$ cat src/hw/cpuPkg.sv
package cpuPkg;

    // Word and register file sizes
    localparam int dataWidth    = 16;
    localparam int regCount     = 16;
    localparam int regAddrWidth = $clog2(regCount);

    // Major opcodes in bits 15 to 12, anything else is a no-op
    localparam logic [3:0] opAluReg    = 4'd0;
    localparam logic [3:0] opAddImm    = 4'd1;
    localparam logic [3:0] opLoadImm   = 4'd2;
    localparam logic [3:0] opLoadUpper = 4'd3;
    localparam logic [3:0] opJumpLink  = 4'd4;

    // ALU minor codes, 9 to 15 behave like aluPassB
    localparam logic [3:0] aluAdd   = 4'd0;
    localparam logic [3:0] aluSub   = 4'd1;
    localparam logic [3:0] aluAnd   = 4'd2;
    localparam logic [3:0] aluOr    = 4'd3;
    localparam logic [3:0] aluXor   = 4'd4;
    localparam logic [3:0] aluShl   = 4'd5;
    localparam logic [3:0] aluShr   = 4'd6;
    localparam logic [3:0] aluSltu  = 4'd7;
    localparam logic [3:0] aluPassB = 4'd8;

    // Register form: A op B
    typedef struct packed {
        logic [3:0] opcode;
        logic [3:0] regA;
        logic [3:0] regB;
        logic [3:0] minor;
    } regFormT;

    // Immediate form shares opcode and regA with the register form
    typedef struct packed {
        logic [3:0] opcode;
        logic [3:0] regA;
        logic [7:0] imm8;
    } immFormT;

    typedef union packed {
        regFormT regForm;
        immFormT immForm;
    } instrWordT;

    typedef enum logic {
        wbAlu  = 1'b0,
        wbLink = 1'b1
    } wbSrcT;

endpackage

$ cat src/hw/pipeControl.sv
module pipeControl (
    input  logic clk,
    input  logic rst,
    input  logic systemEn,
    input  logic jumpTaken,
    output logic squash
);

    // Low is run, high is flush
    logic inFlush;
    logic inFlushNext;

    always_comb begin
        inFlushNext = inFlush;
        if (systemEn) begin
            if (inFlush) begin
                // Wrong-path word has been dropped
                inFlushNext = 1'b0;
            end else if (jumpTaken) begin
                inFlushNext = 1'b1;
            end
        end
    end

    always_ff @(posedge clk) begin
        if (rst) begin
            inFlush <= 1'b0;
        end else begin
            inFlush <= inFlushNext;
        end
    end

    // Invalidates the word fetched alongside the jump
    assign squash = inFlush;

    // Squashed word never resolves a jump
    noJumpInFlush: assert property (
        @(posedge clk) disable iff (rst)
        inFlush |-> !jumpTaken
    );

endmodule

$ cat src/hw/programCounter.sv
module programCounter import cpuPkg::*; (
    input  logic                 clk,
    input  logic                 rst,
    input  logic                 systemEn,
    input  logic                 jumpTaken,
    input  logic [dataWidth-1:0] jumpDest,
    output logic [dataWidth-1:0] instrAddr
);

    always_ff @(posedge clk) begin
        if (rst) begin
            instrAddr <= '0;
        end else if (systemEn) begin
            if (jumpTaken) begin
                instrAddr <= jumpDest;
            end else begin
                // Wraps at 16 bits
                instrAddr <= instrAddr + 1'b1;
            end
        end
    end

    // A taken jump needs a known target from the register file
    jumpDestKnown: assert property (
        @(posedge clk) disable iff (rst)
        (systemEn && jumpTaken) |-> !$isunknown(jumpDest)
    );

endmodule

$ cat src/hw/decodeStage.sv
module decodeStage import cpuPkg::*; (
    input  logic                    clk,
    input  logic                    rst,
    input  logic                    systemEn,
    input  logic                    squash,
    input  logic [dataWidth-1:0]    instr,
    input  logic [dataWidth-1:0]    readDataA,
    input  logic [dataWidth-1:0]    readDataB,
    output logic [regAddrWidth-1:0] readAddrA,
    output logic [regAddrWidth-1:0] readAddrB,
    output logic                    jumpTaken,
    output logic [dataWidth-1:0]    jumpDest,
    output logic                    decodeValid,
    output logic [regAddrWidth-1:0] destAddr,
    output logic                    regWrite,
    output wbSrcT                   wbSrc,
    output logic [3:0]              minor,
    output logic [dataWidth-1:0]    operandA,
    output logic [dataWidth-1:0]    operandB
);

    instrWordT  fetchWord;
    logic       fetchValid;
    logic [3:0] opcode;
    logic [7:0] imm8;

    // Fetch buffer payload
    always_ff @(posedge clk) begin
        if (systemEn) begin
            fetchWord <= instr;
        end
    end

    always_ff @(posedge clk) begin
        if (rst) begin
            fetchValid <= 1'b0;
        end else if (systemEn) begin
            fetchValid <= 1'b1;
        end
    end

    // Same word seen as register form and immediate form
    assign opcode    = fetchWord.regForm.opcode;
    assign imm8      = fetchWord.immForm.imm8;
    assign readAddrA = fetchWord.regForm.regA;
    assign readAddrB = fetchWord.regForm.regB;
    assign destAddr  = fetchWord.regForm.regA;

    assign decodeValid = fetchValid && !squash;
    assign regWrite    = (opcode <= opJumpLink);
    assign wbSrc       = (opcode == opJumpLink) ? wbLink : wbAlu;

    // Jump resolves here, target comes straight from register B
    assign jumpTaken = decodeValid && (opcode == opJumpLink);
    assign jumpDest  = readDataB;

    assign operandA = readDataA;

    // Immediate mux for operand B
    always_comb begin
        operandB = readDataB;
        minor    = aluPassB;
        case (opcode)
            opAluReg: begin
                minor = fetchWord.regForm.minor;
            end
            opAddImm: begin
                operandB = {{(dataWidth - 8){imm8[7]}}, imm8};
                minor    = aluAdd;
            end
            opLoadImm: begin
                operandB = {{(dataWidth - 8){1'b0}}, imm8};
            end
            opLoadUpper: begin
                // Low byte of A survives
                operandB = {imm8, readDataA[7:0]};
            end
            default: begin
                minor = aluPassB;
            end
        endcase
    end

endmodule

$ cat src/hw/registerFile.sv
module registerFile import cpuPkg::*; (
    input  logic                    clk,
    input  logic                    rst,
    input  logic [regAddrWidth-1:0] readAddrA,
    input  logic [regAddrWidth-1:0] readAddrB,
    input  logic                    writeEn,
    input  logic [regAddrWidth-1:0] writeAddr,
    input  logic [dataWidth-1:0]    writeData,
    output logic [dataWidth-1:0]    readDataA,
    output logic [dataWidth-1:0]    readDataB
);

    logic [dataWidth-1:0] regs [regCount];

    always_ff @(posedge clk) begin
        if (rst) begin
            for (int i = 0; i < regCount; i++) begin
                regs[i] <= '0;
            end
        end else if (writeEn) begin
            regs[writeAddr] <= writeData;
        end
    end

    // Writeback bypass into decode
    always_comb begin
        readDataA = regs[readAddrA];
        readDataB = regs[readAddrB];
        if (writeEn && (writeAddr == readAddrA)) begin
            readDataA = writeData;
        end
        if (writeEn && (writeAddr == readAddrB)) begin
            readDataB = writeData;
        end
    end

    // Execute stage must present a clean address with every strobe
    writeAddrKnown: assert property (
        @(posedge clk) disable iff (rst)
        writeEn |-> !$isunknown(writeAddr)
    );

endmodule

$ cat src/hw/executeStage.sv
module executeStage import cpuPkg::*; (
    input  logic                    clk,
    input  logic                    rst,
    input  logic                    systemEn,
    input  logic                    decodeValid,
    input  logic [regAddrWidth-1:0] destAddr,
    input  logic                    regWrite,
    input  wbSrcT                   wbSrc,
    input  logic [3:0]              minor,
    input  logic [dataWidth-1:0]    operandA,
    input  logic [dataWidth-1:0]    operandB,
    input  logic [dataWidth-1:0]    instrAddr,
    output logic                    writeEn,
    output logic [regAddrWidth-1:0] writeAddr,
    output logic [dataWidth-1:0]    writeData
);

    // Issue buffer control bits
    logic                    issueValid;
    logic                    issueRegWrite;

    // Issue buffer payload
    logic [regAddrWidth-1:0] issueDest;
    wbSrcT                   issueWbSrc;
    logic [3:0]              issueMinor;
    logic [dataWidth-1:0]    issueA;
    logic [dataWidth-1:0]    issueB;
    logic [dataWidth-1:0]    issueLink;

    logic [dataWidth-1:0]    aluResult;

    always_ff @(posedge clk) begin
        if (rst) begin
            issueValid    <= 1'b0;
            issueRegWrite <= 1'b0;
        end else if (systemEn) begin
            issueValid    <= decodeValid;
            issueRegWrite <= regWrite;
        end
    end

    always_ff @(posedge clk) begin
        if (systemEn) begin
            issueDest  <= destAddr;
            issueWbSrc <= wbSrc;
            issueMinor <= minor;
            issueA     <= operandA;
            issueB     <= operandB;
            // PC already points one past the jump
            if (wbSrc == wbLink) begin
                issueLink <= instrAddr;
            end
        end
    end

    always_comb begin
        case (issueMinor)
            aluAdd:  aluResult = issueA + issueB;
            aluSub:  aluResult = issueA - issueB;
            aluAnd:  aluResult = issueA & issueB;
            aluOr:   aluResult = issueA | issueB;
            aluXor:  aluResult = issueA ^ issueB;
            aluShl:  aluResult = issueA << issueB[3:0];
            aluShr:  aluResult = issueA >> issueB[3:0];
            aluSltu: aluResult = {{(dataWidth - 1){1'b0}}, (issueA < issueB)};
            // aluPassB and the unused codes above it
            default: aluResult = issueB;
        endcase
    end

    // Writeback mux
    assign writeData = (issueWbSrc == wbLink) ? issueLink : aluResult;
    assign writeAddr = issueDest;

    // No strobe while frozen
    assign writeEn = issueValid && issueRegWrite && systemEn;

endmodule

$ cat src/hw/cpuTop.sv
module cpuTop import cpuPkg::*; (
    input  logic                    clk,
    input  logic                    rst,
    input  logic                    systemEn,
    output logic [dataWidth-1:0]    instrAddr,
    input  logic [dataWidth-1:0]    instr,
    output logic                    writeEn,
    output logic [regAddrWidth-1:0] writeAddr,
    output logic [dataWidth-1:0]    writeData
);

    logic                    squash;
    logic                    jumpTaken;
    logic [dataWidth-1:0]    jumpDest;

    // Decode to register file
    logic [regAddrWidth-1:0] readAddrA;
    logic [regAddrWidth-1:0] readAddrB;
    logic [dataWidth-1:0]    readDataA;
    logic [dataWidth-1:0]    readDataB;

    // Decode to execute
    logic                    decodeValid;
    logic [regAddrWidth-1:0] destAddr;
    logic                    regWrite;
    wbSrcT                   wbSrc;
    logic [3:0]              minor;
    logic [dataWidth-1:0]    operandA;
    logic [dataWidth-1:0]    operandB;

    pipeControl uPipeControl (
        .clk       (clk),
        .rst       (rst),
        .systemEn  (systemEn),
        .jumpTaken (jumpTaken),
        .squash    (squash)
    );

    programCounter uProgramCounter (
        .clk       (clk),
        .rst       (rst),
        .systemEn  (systemEn),
        .jumpTaken (jumpTaken),
        .jumpDest  (jumpDest),
        .instrAddr (instrAddr)
    );

    decodeStage uDecodeStage (
        .clk         (clk),
        .rst         (rst),
        .systemEn    (systemEn),
        .squash      (squash),
        .instr       (instr),
        .readDataA   (readDataA),
        .readDataB   (readDataB),
        .readAddrA   (readAddrA),
        .readAddrB   (readAddrB),
        .jumpTaken   (jumpTaken),
        .jumpDest    (jumpDest),
        .decodeValid (decodeValid),
        .destAddr    (destAddr),
        .regWrite    (regWrite),
        .wbSrc       (wbSrc),
        .minor       (minor),
        .operandA    (operandA),
        .operandB    (operandB)
    );

    registerFile uRegisterFile (
        .clk       (clk),
        .rst       (rst),
        .readAddrA (readAddrA),
        .readAddrB (readAddrB),
        .writeEn   (writeEn),
        .writeAddr (writeAddr),
        .writeData (writeData),
        .readDataA (readDataA),
        .readDataB (readDataB)
    );

    executeStage uExecuteStage (
        .clk         (clk),
        .rst         (rst),
        .systemEn    (systemEn),
        .decodeValid (decodeValid),
        .destAddr    (destAddr),
        .regWrite    (regWrite),
        .wbSrc       (wbSrc),
        .minor       (minor),
        .operandA    (operandA),
        .operandB    (operandB),
        .instrAddr   (instrAddr),
        .writeEn     (writeEn),
        .writeAddr   (writeAddr),
        .writeData   (writeData)
    );

endmodule

$ cat config.mk
export PLATFORM = sky130hd
export DESIGN_NAME = cpuTop
export DESIGN_NICKNAME = d
export VERILOG_FILES = /design/src/hw/cpuPkg.sv /design/src/hw/pipeControl.sv /design/src/hw/programCounter.sv /design/src/hw/decodeStage.sv /design/src/hw/registerFile.sv /design/src/hw/executeStage.sv /design/src/hw/cpuTop.sv
export SDC_FILE = /design/constraint.sdc
export NUM_CORES = 1
export LEC_CHECK = 0
export ABC_CLOCK_PERIOD_IN_PS = 3900
export BUFFER_PORTS_ARGS = -buffer_cell sky130_fd_sc_hd__clkbuf_2
export CAP_MARGIN = 20
export CORE_ASPECT_RATIO = 1.4
export CORE_MARGIN = 2
export CORE_UTILIZATION = 30
export DETAILED_ROUTE_END_ITERATION = 10
export GPL_TIMING_DRIVEN = 0
export PLACE_DENSITY = 0.47
export RECOVER_POWER = 100
export SETUP_SLACK_MARGIN = 0.2
export SLEW_MARGIN = 20
export SYNTH_ARGS = -nofsm -noshare
export SYNTH_HDL_FRONTEND = slang
export SYNTH_SLANG_ARGS = --single-unit
$ cat constraint.sdc
create_clock -name clk -period 3.9 [get_ports clk]
set_clock_uncertainty 0.2 [all_clocks]
set_input_delay 0.78 -clock clk [delete_from_list [all_inputs] [get_ports clk]]
set_output_delay 0.78 -clock clk [all_outputs]
set_load 0.05 [all_outputs]
==> results of run 1 <==
==> how the worst max path moves through the flow <==
stage | end | startpoint | slack (ns)
detailed placement | uRegisterFile.regs[3][1] | systemEn | -1.20
global placement | uRegisterFile.regs[3][1] | systemEn | -1.96
floorplan | writeData[13] | uExecuteStage.issueB[1] | 0.14
CTS | writeData[14] | uExecuteStage.issueB[2] | -0.89
global route | writeData[13] | uExecuteStage.issueA[8] | -0.90
finish | writeData[14] | uExecuteStage.issueB[2] | -0.78
==> routing by layer <==
layer | vias up | part of all wire [%] | global-route usage, %
li1 | 7448 | - | -
met1 | 8767 | 35 | 24.3
met2 | 701 | 54 | 43.9
met3 | 226 | 4.4 | 2.32
met4 | 0 | 5.9 | 10.9
met5 | - | 0 | 0
==> where the power goes <==
part | total (mW) | internal [mW] | switching [mW] | leakage [nW]
combinational | 3.82 | 1.67 | 2.15 | 5.81
clock | 3.43 | 1.93 | 1.50 | 0.542
sequential | 4.50 | 4.37 | 0.139 | 3.59
==> cell usage after synthesis, drive strengths merged (29+ instances only) <==
library cell	number
ha	53
nor2	355
clkbuf	83
nand3	34
nand2	122
inv	76
a21oi	77
o21ai	81
mux4	176
a211oi	29
edfxtp	329
buf	69
==> worst register-to-register path: cells and delay by family (launching register included) <==
kind / cells / cell delay [ns]
compound gates: 5 / 1.12
fa+ha+maj: 1 / 0.28
buf+inv: 18 / 1.91
flops: 1 / 0.39
mux: 1 / 0.23
simple gates: 3 / 0.20
==> logic make-up after synthesis <==
family | share of synthesized area (%)
multiplexers | 20.4
adder cells (fa/ha/maj) | 3.24
buffers and inverters | 4.61
AND/OR/NAND/NOR | 12.5
XOR/XNOR | 0.849
flip-flops | 48.2
AO/OA/AOI/OAI | 10.3
==> per-stage QoR <==
stage | setup WS [ns] | cells | hold WS, ns | TNS, ns
5_1_grt | -0.902 | 3047 | 0.207 | -230.64
4_1_cts | -0.894 | 2975 | 0.194 | -10.29
3_5_place_dp | -1.20 | 2835 | 0.255 | -235.14
2_1_floorplan | 0.137 | 1834 | 0.232 | 0
3_3_place_gp | -1.96 | 2833 | 0.245 | -586.15
6_report | -0.780 | 3047 | 0.216 | -140.07
==> final cells by class <==
class | instances | area [um2] | area share (%)
sequential | 357 | 10400 | 38.3
tap | 944 | 1180 | 4.33
buffer | 152 | 1040 | 3.80
timing repair buffer | 208 | 1890 | 6.93
clock buffer | 43 | 906 | 3.32
clock inverter | 18 | 199 | 0.730
multi-input combinational | 1247 | 11200 | 41.2
inverter | 78 | 359 | 1.32
==> registers in the layout, summed over array words and instances (netlist names), named ones only <==
register and cells:
uExecuteStage.issueWbSrc 1, uExecuteStage.issueMinor 4, uDecodeStage.fetchWord 16, uExecuteStage.issueRegWrite 1, uExecuteStage.issueA 16, uExecuteStage.issueValid 1, uExecuteStage.writeAddr 4, uExecuteStage.issueB 16
uRegisterFile.regs 256, uPipeControl.squash 1, uDecodeStage.fetchValid 1, uExecuteStage.issueLink 16, uProgramCounter.instrAddr 16
==> timing repair <==
item | CTS | global route
endpoints found under the setup margin | 488 | 301
cloned | 1 | 1
pin swaps | 61 | 50
setup buffers | 78 | 70
gates resized for setup | 274 | 162
==> reports/metrics.yaml, run 1 <==
outcome:
  status: "finished with violations"
  violations: "max-capacitance violations, max-slew violations, negative setup slack"
finish:
  area_delta_synth_final_pct: 25.7
  mostFrequentLayoutCells: "nor2_1 (341), edfxtp_1 (329), mux4_2 (176), buf_4 (108), nand2_1 (102)"
  final_area_mm2: 0.0272
  nets: 2153
  final_common_cell: "nor2_1"
  drive_gt1_share_pct: 33.1
  fill_cells: 7007
  final_util_pct: 38.1
  diodes: 0
worst_setup_path:
  reg2regPathDepth: 28
  start_kind: "flop"
  worstPathCellList: "buf_6, clkinv_8, clkbuf_16, ha_4, buf_6, buf_6, o21bai_4, a211o_4, a21oi_4, o21ai_2, nand2_1, mux2i_1, nor2_2, o31ai_4, clkbuf_8, inv_4, clkbuf_16"
  critical-path-slowest-cell: "edfxtp_1"
  crit_buf_inv: 8
  crit_top_cell: "buf_6"
  r2r_end: "uRegisterFile.regs[6][14]"
  crit_arrival_ns: 3.70
  critPathKind: "reg2out"
  r2r_start: "uExecuteStage.issueB[2]"
  ff2ff_setup_slack_ns: -0.69
  critical_path_required_ns: 2.92
  max_stage_delay_ns: 0.39
  crit_path_max_fanout: 4
  path_delay_family: "compound AO/OA/AOI/OAI gates"
  crit_path_end_kind: "output pin"
  critical_path_depth: 17
sta:
  hold_viol_final: 0
  rsz0062_at_grt: "yes"
  finalMaxSlewViolations: 29
  relSlewSlack_pct: -4.73
  fin_crit_sh_pct: 120
  setup_viol_count_final: 423
  min_period_ns: 4.68
  tightest_slew_ns: 1.57
  max_freq_mhz: 214
  final.setup.worst_slack_ns: -0.780
hold_path:
  hold_path_end: "uDecodeStage.fetchWord[3]"
  whs_path_depth: 1
  min_from: "instr[3]"
  min_path_type: "in2reg"
die:
  pin_count: 56
  die_w_um: 231
  start_util_pct: 30.3
  die_h_um: 322
  die_area_mm2: 0.0744
  coreArea_mm2: 0.0716
  std_cell_rows: 116
route:
  drtIter0Drc: 1229
  drc: 0
  wl_mm: 84.9
  viasPerCell: 5.63
  first_pass_iters: 6
  vias: 17100
  wl_per_cell_um: 27.9
  postRouteAntennaNets: 0
synthesis:
  ys_warn_count: 0
  syn-mean-instance-area_um2: 11.8
  yosys.area.top_type: "edfxtp_1"
  synthDistinctLibCells: 84
  ys_seq_elements: 357
  ys_seq_area_share_pct: 48.2
  synth_area_leaders: "edfxtp_1 (46%), mux4_2 (18%), nor2_1 (6.1%)"
  yosysTopAreaCellShare_pct: 45.6
  syn_area_mm2: 0.0217
  async_reset_ff_share_pct: 0
  synth_nets: 1908
  synth_top_flop_cell: "edfxtp_1"
  synth_edf_count: 329
  syn_inst: 1834
placement:
  gp_congestion: 0.988
  io_buffer_count: 55
  dp.final_hpwl_mm: 64.4
  placement.cell_area_mm2: 0.0234
global_route:
  grt_first_pass_wirelength_mm: 122
  grt_max_degree: 35
  grt.total_usage_pct: 22.7
  antenna_found_initial: 0
  grt_pass1_vias: 17500
  gr-total-overflow: 0
power:
  irDropWorstVdd_uv: 288
  power_density_mw_per_mm2: 431
  leakagePower_nw: 9.94
  total_power_mw: 11.7
clock_tree:
  cts.reportedPaths.clkPinSlew_ns: 0.07
  cts_buffer_depth: 3
  cts_hold_buf: 0
  ctsRootBufferMaster: "clkbuf_16"
  cts_tree: "built"
  clk-insertion-delay-late_ns: 0.53
  cts.sink_count: 357
  h-tree-depth: 2
  cts_inserted_buffers: 35
run:
  drv_cap: 1
(Power assumes the default switching activity.)
==> inputs of run 2 (changes only) <==
--- a/config.mk
+++ b/config.mk
@@ -16,6 +16,7 @@
 export PLACE_DENSITY = 0.47
 export RECOVER_POWER = 100
 export SETUP_SLACK_MARGIN = 0.2
+export SKIP_LAST_GASP = 1
 export SLEW_MARGIN = 20
 export SYNTH_ARGS = -nofsm -noshare
 export SYNTH_HDL_FRONTEND = slang
==> run 2 against run 1 <==
  * Flip-flop and latch count is the same
  * Sequential power about the same
  * Combinational power down 2%
  * Routed wire length rose by 0.21%
  * Highest routed layer unchanged
  * The run still ends with max-capacitance violations, max-slew violations, negative setup slack left
==> reports/metrics.yaml, run 2 (same netlist as run 1, synthesis figures left out) <==
worst_setup_path:
  crit_top_cell: "buf_6"  # unchanged
  crit_arrival_ns: 3.74  # was 3.70 ns
  crit_path_end_kind: "output pin"  # unchanged
  path_delay_family: "compound AO/OA/AOI/OAI gates"  # unchanged
  crit_buf_inv: 8  # unchanged
  worstPathCellList: "buf_6, clkinv_8, clkbuf_16, ha_4, buf_6, buf_6, o21bai_4, a211o_4, a21oi_4, o21ai_2, nand2_1, mux2i_1, nor2_2, o31ai_4, clkbuf_8, inv_4, clkbuf_16"  # unchanged
  crit_path_max_fanout: 4  # unchanged
  critPathKind: "reg2out"  # unchanged
  max_stage_delay_ns: 0.39  # about the same
  r2r_end: "uRegisterFile.regs[6][14]"  # unchanged
  ff2ff_setup_slack_ns: -0.74  # was -0.69 ns
  reg2regPathDepth: 28  # unchanged
  start_kind: "flop"  # unchanged
  critical-path-slowest-cell: "edfxtp_1"  # unchanged
  endpoint: "writeData[14]"  # unchanged
  r2r_start: "uExecuteStage.issueB[2]"  # unchanged
  critical_path_required_ns: 2.92  # about the same
  cp-startpoint: "uExecuteStage.issueB[2]"  # unchanged
  critical_path_depth: 17  # unchanged
finish:
  fill_cells: 7019  # was 7007
  instances_no_fill: 3030  # was 3047
  final_common_cell: "nor2_1"  # unchanged
  largest_reg_flops: 256  # unchanged
  nets: 2136  # was 2153
  mostFrequentLayoutCells: "nor2_1 (338), edfxtp_1 (329), mux4_2 (176), nand2_1 (104), buf_4 (98)"  # was nor2_1 (341), edfxtp_1 (329), mux4_2 (176), buf_4 (108), nand2_1 (102)
  regMostFlops: "uRegisterFile.regs"  # unchanged
  diodes: 0  # unchanged
  drive_gt1_share_pct: 32.4  # was 33.1%
  area_delta_synth_final_pct: 24.8  # was 25.7%
clock_tree:
  h-tree-depth: 2  # unchanged
  ctsRootBufferMaster: "clkbuf_16"  # unchanged
  cts.reportedPaths.clkPinSlew_ns: 0.07  # about the same
  cts_inserted_buffers: 35  # unchanged
  cts_buffer_depth: 3  # unchanged
  cts_tree: "built"  # unchanged
  clk-insertion-delay-late_ns: 0.53  # about the same
  cts.sink_count: 357  # unchanged
route:
  first_pass_iters: 5  # was 6
  drc: 0  # unchanged
  wl_per_cell_um: 28.1  # was 27.9 um
  viasPerCell: 5.61  # was 5.63
  wl_met3_mm: 3.73  # about the same
  vias: 17000  # was 17.1k
  drtIter0Drc: 1278  # was 1229
  drt-met1-wl_mm: 30.1  # was 30.0 mm
  routed.top_layer: "met4"  # unchanged
  met2WireLength_mm: 46.4  # was 46.1 mm
  postRouteAntennaNets: 0  # unchanged
  wl_mm: 85.1  # was 84.9 mm
die:
  coreArea_mm2: 0.0716  # unchanged
  die_area_mm2: 0.0744  # unchanged
  std_cell_rows: 116  # unchanged
  die_h_um: 322  # unchanged
  start_util_pct: 30.3  # unchanged
  die_w_um: 231  # unchanged
  pin_count: 56  # unchanged
run:
  drv_cap: 1  # unchanged
power:
  leakagePower_nw: 9.85  # was 9.94 nW
  power_density_mw_per_mm2: 431  # about the same
  total_power_mw: 11.7  # about the same
  irDropWorstVdd_uv: 289  # was 288 uV
sta:
  fin_crit_sh_pct: 121  # was 120%
  rsz0062_at_grt: "yes"  # unchanged
  max_freq_mhz: 212  # was 214 MHz
  finalMaxSlewViolations: 29  # unchanged
  setup_viol_count_final: 424  # was 423
  timing.hold.ws_ns: 0.215  # was 0.216 ns
  relSlewSlack_pct: -4.47  # was -4.73%
  min_period_ns: 4.72  # was 4.68 ns
  tightest_slew_ns: 1.57  # about the same
  hold_viol_final: 0  # unchanged
  final.setup.worst_slack_ns: -0.817  # was -0.780 ns
global_route:
  grt_max_degree: 35  # unchanged
  grt.total_usage_pct: 22.7  # about the same
  grt_first_pass_wirelength_mm: 122  # about the same
  grt_pass1_vias: 17500  # about the same
  antenna_found_initial: 0  # unchanged
  gr-total-overflow: 0  # unchanged
placement:
  dpl.cell_count: 2835  # unchanged
  dp.final_hpwl_mm: 64.4  # unchanged
  io_buffer_count: 55  # unchanged
  gp_congestion: 0.988  # unchanged
outcome:
  status: "finished with violations"  # unchanged
  violations: "max-capacitance violations, max-slew violations, negative setup slack"  # unchanged
hold_path:
  min_path_type: "in2reg"  # unchanged
## run 2: changes by cell type in the layout (fill, tap and decap cells not counted), sizes merged
cell / before / now
buf: 225 / 208
## run 2: worst min-delay path by stage
stage	slack (ns)	to	cells after the start	from
3_5_place_dp	0.26	uDecodeStage.fetchValid	2	uDecodeStage.fetchValid
5_1_grt	0.21	uDecodeStage.fetchWord[12]	1	instr[12]
3_3_place_gp	0.24	uDecodeStage.fetchValid	2	uDecodeStage.fetchValid
4_1_cts	0.19	uDecodeStage.fetchWord[3]	1	instr[3]
2_1_floorplan	0.23	uDecodeStage.fetchValid	2	uDecodeStage.fetchValid
6_report	0.21	uDecodeStage.fetchWord[3]	1	instr[3]
## run 2: layout make-up
type                       instances  area [um2]  area share (%)
buffer                           152        1040            3.83
clock buffer                      43         906            3.35
clock inverter                    18         199           0.735
inverter                          78         349            1.29
multi-input combinational       1247       11300            41.6
sequential                       357       10400            38.6
tap                              944        1180            4.37
timing repair buffer             191        1690            6.23
## run 2: what timing repair did
action | CTS | global route
setup buffers | 78 | 53
setup endpoints to repair | 488 | 317
resized for setup | 240 | 162
pin swaps | 59 | 67
cloned | 1 | 1
hold buffers | 0 | 0
## run 2: through the flow
| step | instance area, um2 | worst slack [ns] | setup TNS (ns) | utilization [%] |
|---|---|---|---|---|
| 2_1_floorplan | 21800 | 0.137 | 0 | - |
| 3_3_place_gp | 23300 | -1.96 | -586.15 | 32.6 |
| 3_5_place_dp | 23400 | -1.20 | -235.14 | 32.6 |
| 4_1_cts | 26100 | -0.894 | -10.99 | 36.5 |
| 5_1_grt | 27100 | -0.938 | -238.68 | 37.8 |
| 6_report | 27100 | -0.817 | -144.60 | 37.8 |
## run 2: where the power goes
group / total (mW) / internal [mW] / leakage [nW] / switching (mW)
sequential: 4.50 / 4.37 / 3.59 / 0.139
combinational: 3.74 / 1.60 / 5.71 / 2.13
clock: 3.43 / 1.93 / 0.542 / 1.50
total: 11.7 / 7.90 / 9.85 / 3.78
## run 2: layer usage
metal  up-vias  track usage, %
li1       7410               -
met2       628            43.8
met4         0            11.1
met5         -               0
met1      8748            24.1
met3       216            2.49
==> inputs of run 3 (changes only) <==
--- a/config.mk
+++ b/config.mk
@@ -8,12 +8,14 @@
 export ABC_CLOCK_PERIOD_IN_PS = 3900
 export BUFFER_PORTS_ARGS = -buffer_cell sky130_fd_sc_hd__clkbuf_2
 export CAP_MARGIN = 20
+export CELL_PAD_IN_SITES_DETAIL_PLACEMENT = 0
+export CELL_PAD_IN_SITES_GLOBAL_PLACEMENT = 2
 export CORE_ASPECT_RATIO = 1.4
 export CORE_MARGIN = 2
 export CORE_UTILIZATION = 30
 export DETAILED_ROUTE_END_ITERATION = 10
 export GPL_TIMING_DRIVEN = 0
-export PLACE_DENSITY = 0.47
+export PLACE_DENSITY = 0.62
 export RECOVER_POWER = 100
 export SETUP_SLACK_MARGIN = 0.2
 export SKIP_LAST_GASP = 1
==> run 3 against run 2 <==
  * The run ends with negative setup slack left
  * Cell area decreased by 1.5%
  * Worst setup slack improved by 0.092 ns
  * Combinational power decreased by 3%
  * Total power increased by 2.2%
  * First-iteration DRC count increased by 0.55%
  * Sequential power about the same
  * Sequential share of layout area increased by 0.58 points
  * Core utilization decreased by 0.56 points
  * Hold slack improved by 0.0029 ns
  * Count of clock-buffer cells in the layout unchanged
  * Register-to-register slack improved by 0.39 ns
  * Global-route usage increased by 1.1 points
  * Largest power group unchanged
==> reports/metrics.yaml, run 3 (same netlist as run 1, synthesis figures left out) <==
worst_setup_path:
  crit_top_cell: "buf_6"  # unchanged
  crit_path_end_kind: "output pin"  # unchanged
  start_kind: "flop"  # unchanged
  crit_path_max_fanout: 4  # unchanged
  worstPathCellList: "buf_6, buf_12, inv_12, ha_4, buf_6, a21o_1, nand4_1, buf_6, a21oi_4, a221oi_2, nor2_1, or4_4, a21o_1, buf_6, clkinvlp_4, clkbuf_16"  # was buf_6, clkinv_8, clkbuf_16, ha_4, buf_6, buf_6, o21bai_4, a211o_4, a21oi_4, o21ai_2, nand2_1, mux2i_1, nor2_2, o31ai_4, clkbuf_8, inv_4, clkbuf_16
  crit_arrival_ns: 3.65  # was 3.74 ns
  max_stage_delay_ns: 0.49  # was 0.39 ns
  critical-path-slowest-cell: "or4_4"  # was edfxtp_1
  critPathKind: "reg2out"  # unchanged
  critical_path_required_ns: 2.92  # about the same
sta:
  fin_crit_sh_pct: 119  # was 121%
  min_period_ns: 4.63  # was 4.72 ns
  setup_viol_count_final: 294  # was 424
  max_freq_mhz: 216  # was 212 MHz
  timing.hold.ws_ns: 0.218  # was 0.215 ns
  rsz0062_at_grt: "yes"  # unchanged
  tightest_slew_ns: 1.41  # was 1.57 ns
  finalMaxSlewViolations: 0  # was 29
  final.setup.worst_slack_ns: -0.725  # was -0.817 ns
  hold_viol_final: 0  # unchanged
  relSlewSlack_pct: 4.73  # was -4.47%
outcome:
  violations: "negative setup slack"  # was max-capacitance violations, max-slew violations, negative setup slack
  status: "finished with violations"  # unchanged
placement:
  io_buffer_count: 55  # unchanged
  dp.final_hpwl_mm: 68.2  # was 64.4 mm
  dpl.cell_count: 2835  # unchanged
  gp_congestion: 0.955  # was 0.988
clock_tree:
  ctsRootBufferMaster: "clkbuf_16"  # unchanged
  cts_hold_buf: 0  # unchanged
  cts_tree: "built"  # unchanged
  cts.sink_count: 357  # unchanged
  cts.reportedPaths.clkPinSlew_ns: 0.06  # was 0.07 ns
  cts_inserted_buffers: 37  # was 35
  cts_buffer_depth: 3  # unchanged
  h-tree-depth: 2  # unchanged
  clk-insertion-delay-late_ns: 0.55  # was 0.53 ns
route:
  viasPerCell: 5.51  # was 5.61
  vias: 16600  # was 17.0k
  wl_mm: 88.1  # was 85.1 mm
  wl_per_cell_um: 29.2  # was 28.1 um
  drtIter0Drc: 1285  # was 1278
  drc: 0  # unchanged
  first_pass_iters: 7  # was 5
  postRouteAntennaNets: 0  # unchanged
global_route:
  gr-total-overflow: 0  # unchanged
  grt_max_degree: 47  # was 35
  grt.total_usage_pct: 23.7  # was 22.7%
  grt_pass1_vias: 17600  # was 17.5k
  antenna_found_initial: 1  # was 0
  grt_first_pass_wirelength_mm: 125  # was 122 mm
hold_path:
  min_path_type: "in2reg"  # unchanged
finish:
  drive_gt1_share_pct: 30.0  # was 32.4%
  mostFrequentLayoutCells: "nor2_1 (351), edfxtp_1 (329), mux4_2 (176), clkbuf_1 (109), nand2_1 (105)"  # was nor2_1 (338), edfxtp_1 (329), mux4_2 (176), nand2_1 (104), buf_4 (98)
  instances_no_fill: 3016  # was 3030
  nets: 2120  # was 2136
  area_delta_synth_final_pct: 23.0  # was 24.8%
  regMostFlops: "uRegisterFile.regs"  # unchanged
  final_common_cell: "nor2_1"  # unchanged
  fill_cells: 7088  # was 7019
  largest_reg_flops: 256  # unchanged
power:
  leakagePower_nw: 9.69  # was 9.85 nW
  irDropWorstVdd_uv: 337  # was 289 uV
  power_density_mw_per_mm2: 448  # was 431 mW/mm2
run:
  drv_cap: 0  # was 1
die:
  coreArea_mm2: 0.0716  # unchanged
  start_util_pct: 30.3  # unchanged
  die_w_um: 231  # unchanged
  std_cell_rows: 116  # unchanged
  pin_count: 56  # unchanged
  die_h_um: 322  # unchanged
  die_area_mm2: 0.0744  # unchanged
run 3: worst max-delay path, delay by kind of cell, from the launching register on:
family	cells	cell delay, ns
AOI/OAI and AO/OA	4	0.85
adders and majority gates	1	0.19
DFF	1	0.43
buffers and inverters	8	0.96
and+or+nand+nor	3	0.67
run 3: where the power goes:
group          internal, mW  switching [mW]  leakage (nW)
sequential             4.37           0.132          3.59
combinational          1.50            2.14          5.49
clock                  2.20            1.60         0.609
run 3: final timing paths:
check             cells after the start                  startpoint                           end  slack [ns]
setup / recovery                     16     uExecuteStage.issueB[1]                 writeData[13]       -0.73
hold / removal                        1                   instr[14]    uDecodeStage.fetchWord[14]        0.22
setup reg to reg                      8  uDecodeStage.fetchWord[12]  uProgramCounter.instrAddr[7]       -0.35
hold reg to reg                       2     uDecodeStage.fetchValid       uDecodeStage.fetchValid        0.27
run 3: cell type report:
| cell class | count | area (um2) | share of cell area, % |
|---|---|---|---|
| well taps | 944 | 1180 | 4.43 |
| plain buffers | 151 | 963 | 3.61 |
| repair buffers | 174 | 1410 | 5.29 |
| diodes | 1 | 2.50 | 0.00939 |
| flip-flops and latches | 357 | 10400 | 39.2 |
| clock buffers | 43 | 970 | 3.64 |
| clock inverters | 21 | 293 | 1.10 |
| multi-input cells | 1247 | 11000 | 41.4 |
| inverters | 78 | 359 | 1.35 |
run 3: timing repair:
item / in CTS / in global routing
pin swaps: 59 / 41
endpoints found under the setup margin: 328 / 251
gates resized for setup: 261 / 71
buffers inserted: 101 / 15
run 3: per-layer routing:
metal	part of all wire [%]	wire length (um)	global-route usage [%]	up-vias
met1	35	31000	25.1	8581
met5	0	0	0	-
met3	3.5	3100	2.10	175
met4	5.4	4800	11.1	0
met2	56	49100	46.8	469
li1	-	-	-	7380
run 3: through the flow:
step / cell area (um2) / TNS, ns / setup slack (ns) / power (mW) / util [%]
3_3_place_gp: 23300 / -585.93 / -1.84 / 7.42 / 32.6
6_report: 26700 / -67.50 / -0.725 / 11.9 / 37.2
2_1_floorplan: 21800 / 0 / 0.137 / 6.43 / -
3_5_place_dp: 23400 / -150.29 / -1.38 / 7.44 / 32.6
4_1_cts: 26500 / -9.31 / -0.812 / 11.9 / 37.1
5_1_grt: 26700 / -140.67 / -0.818 / 12.3 / 37.2
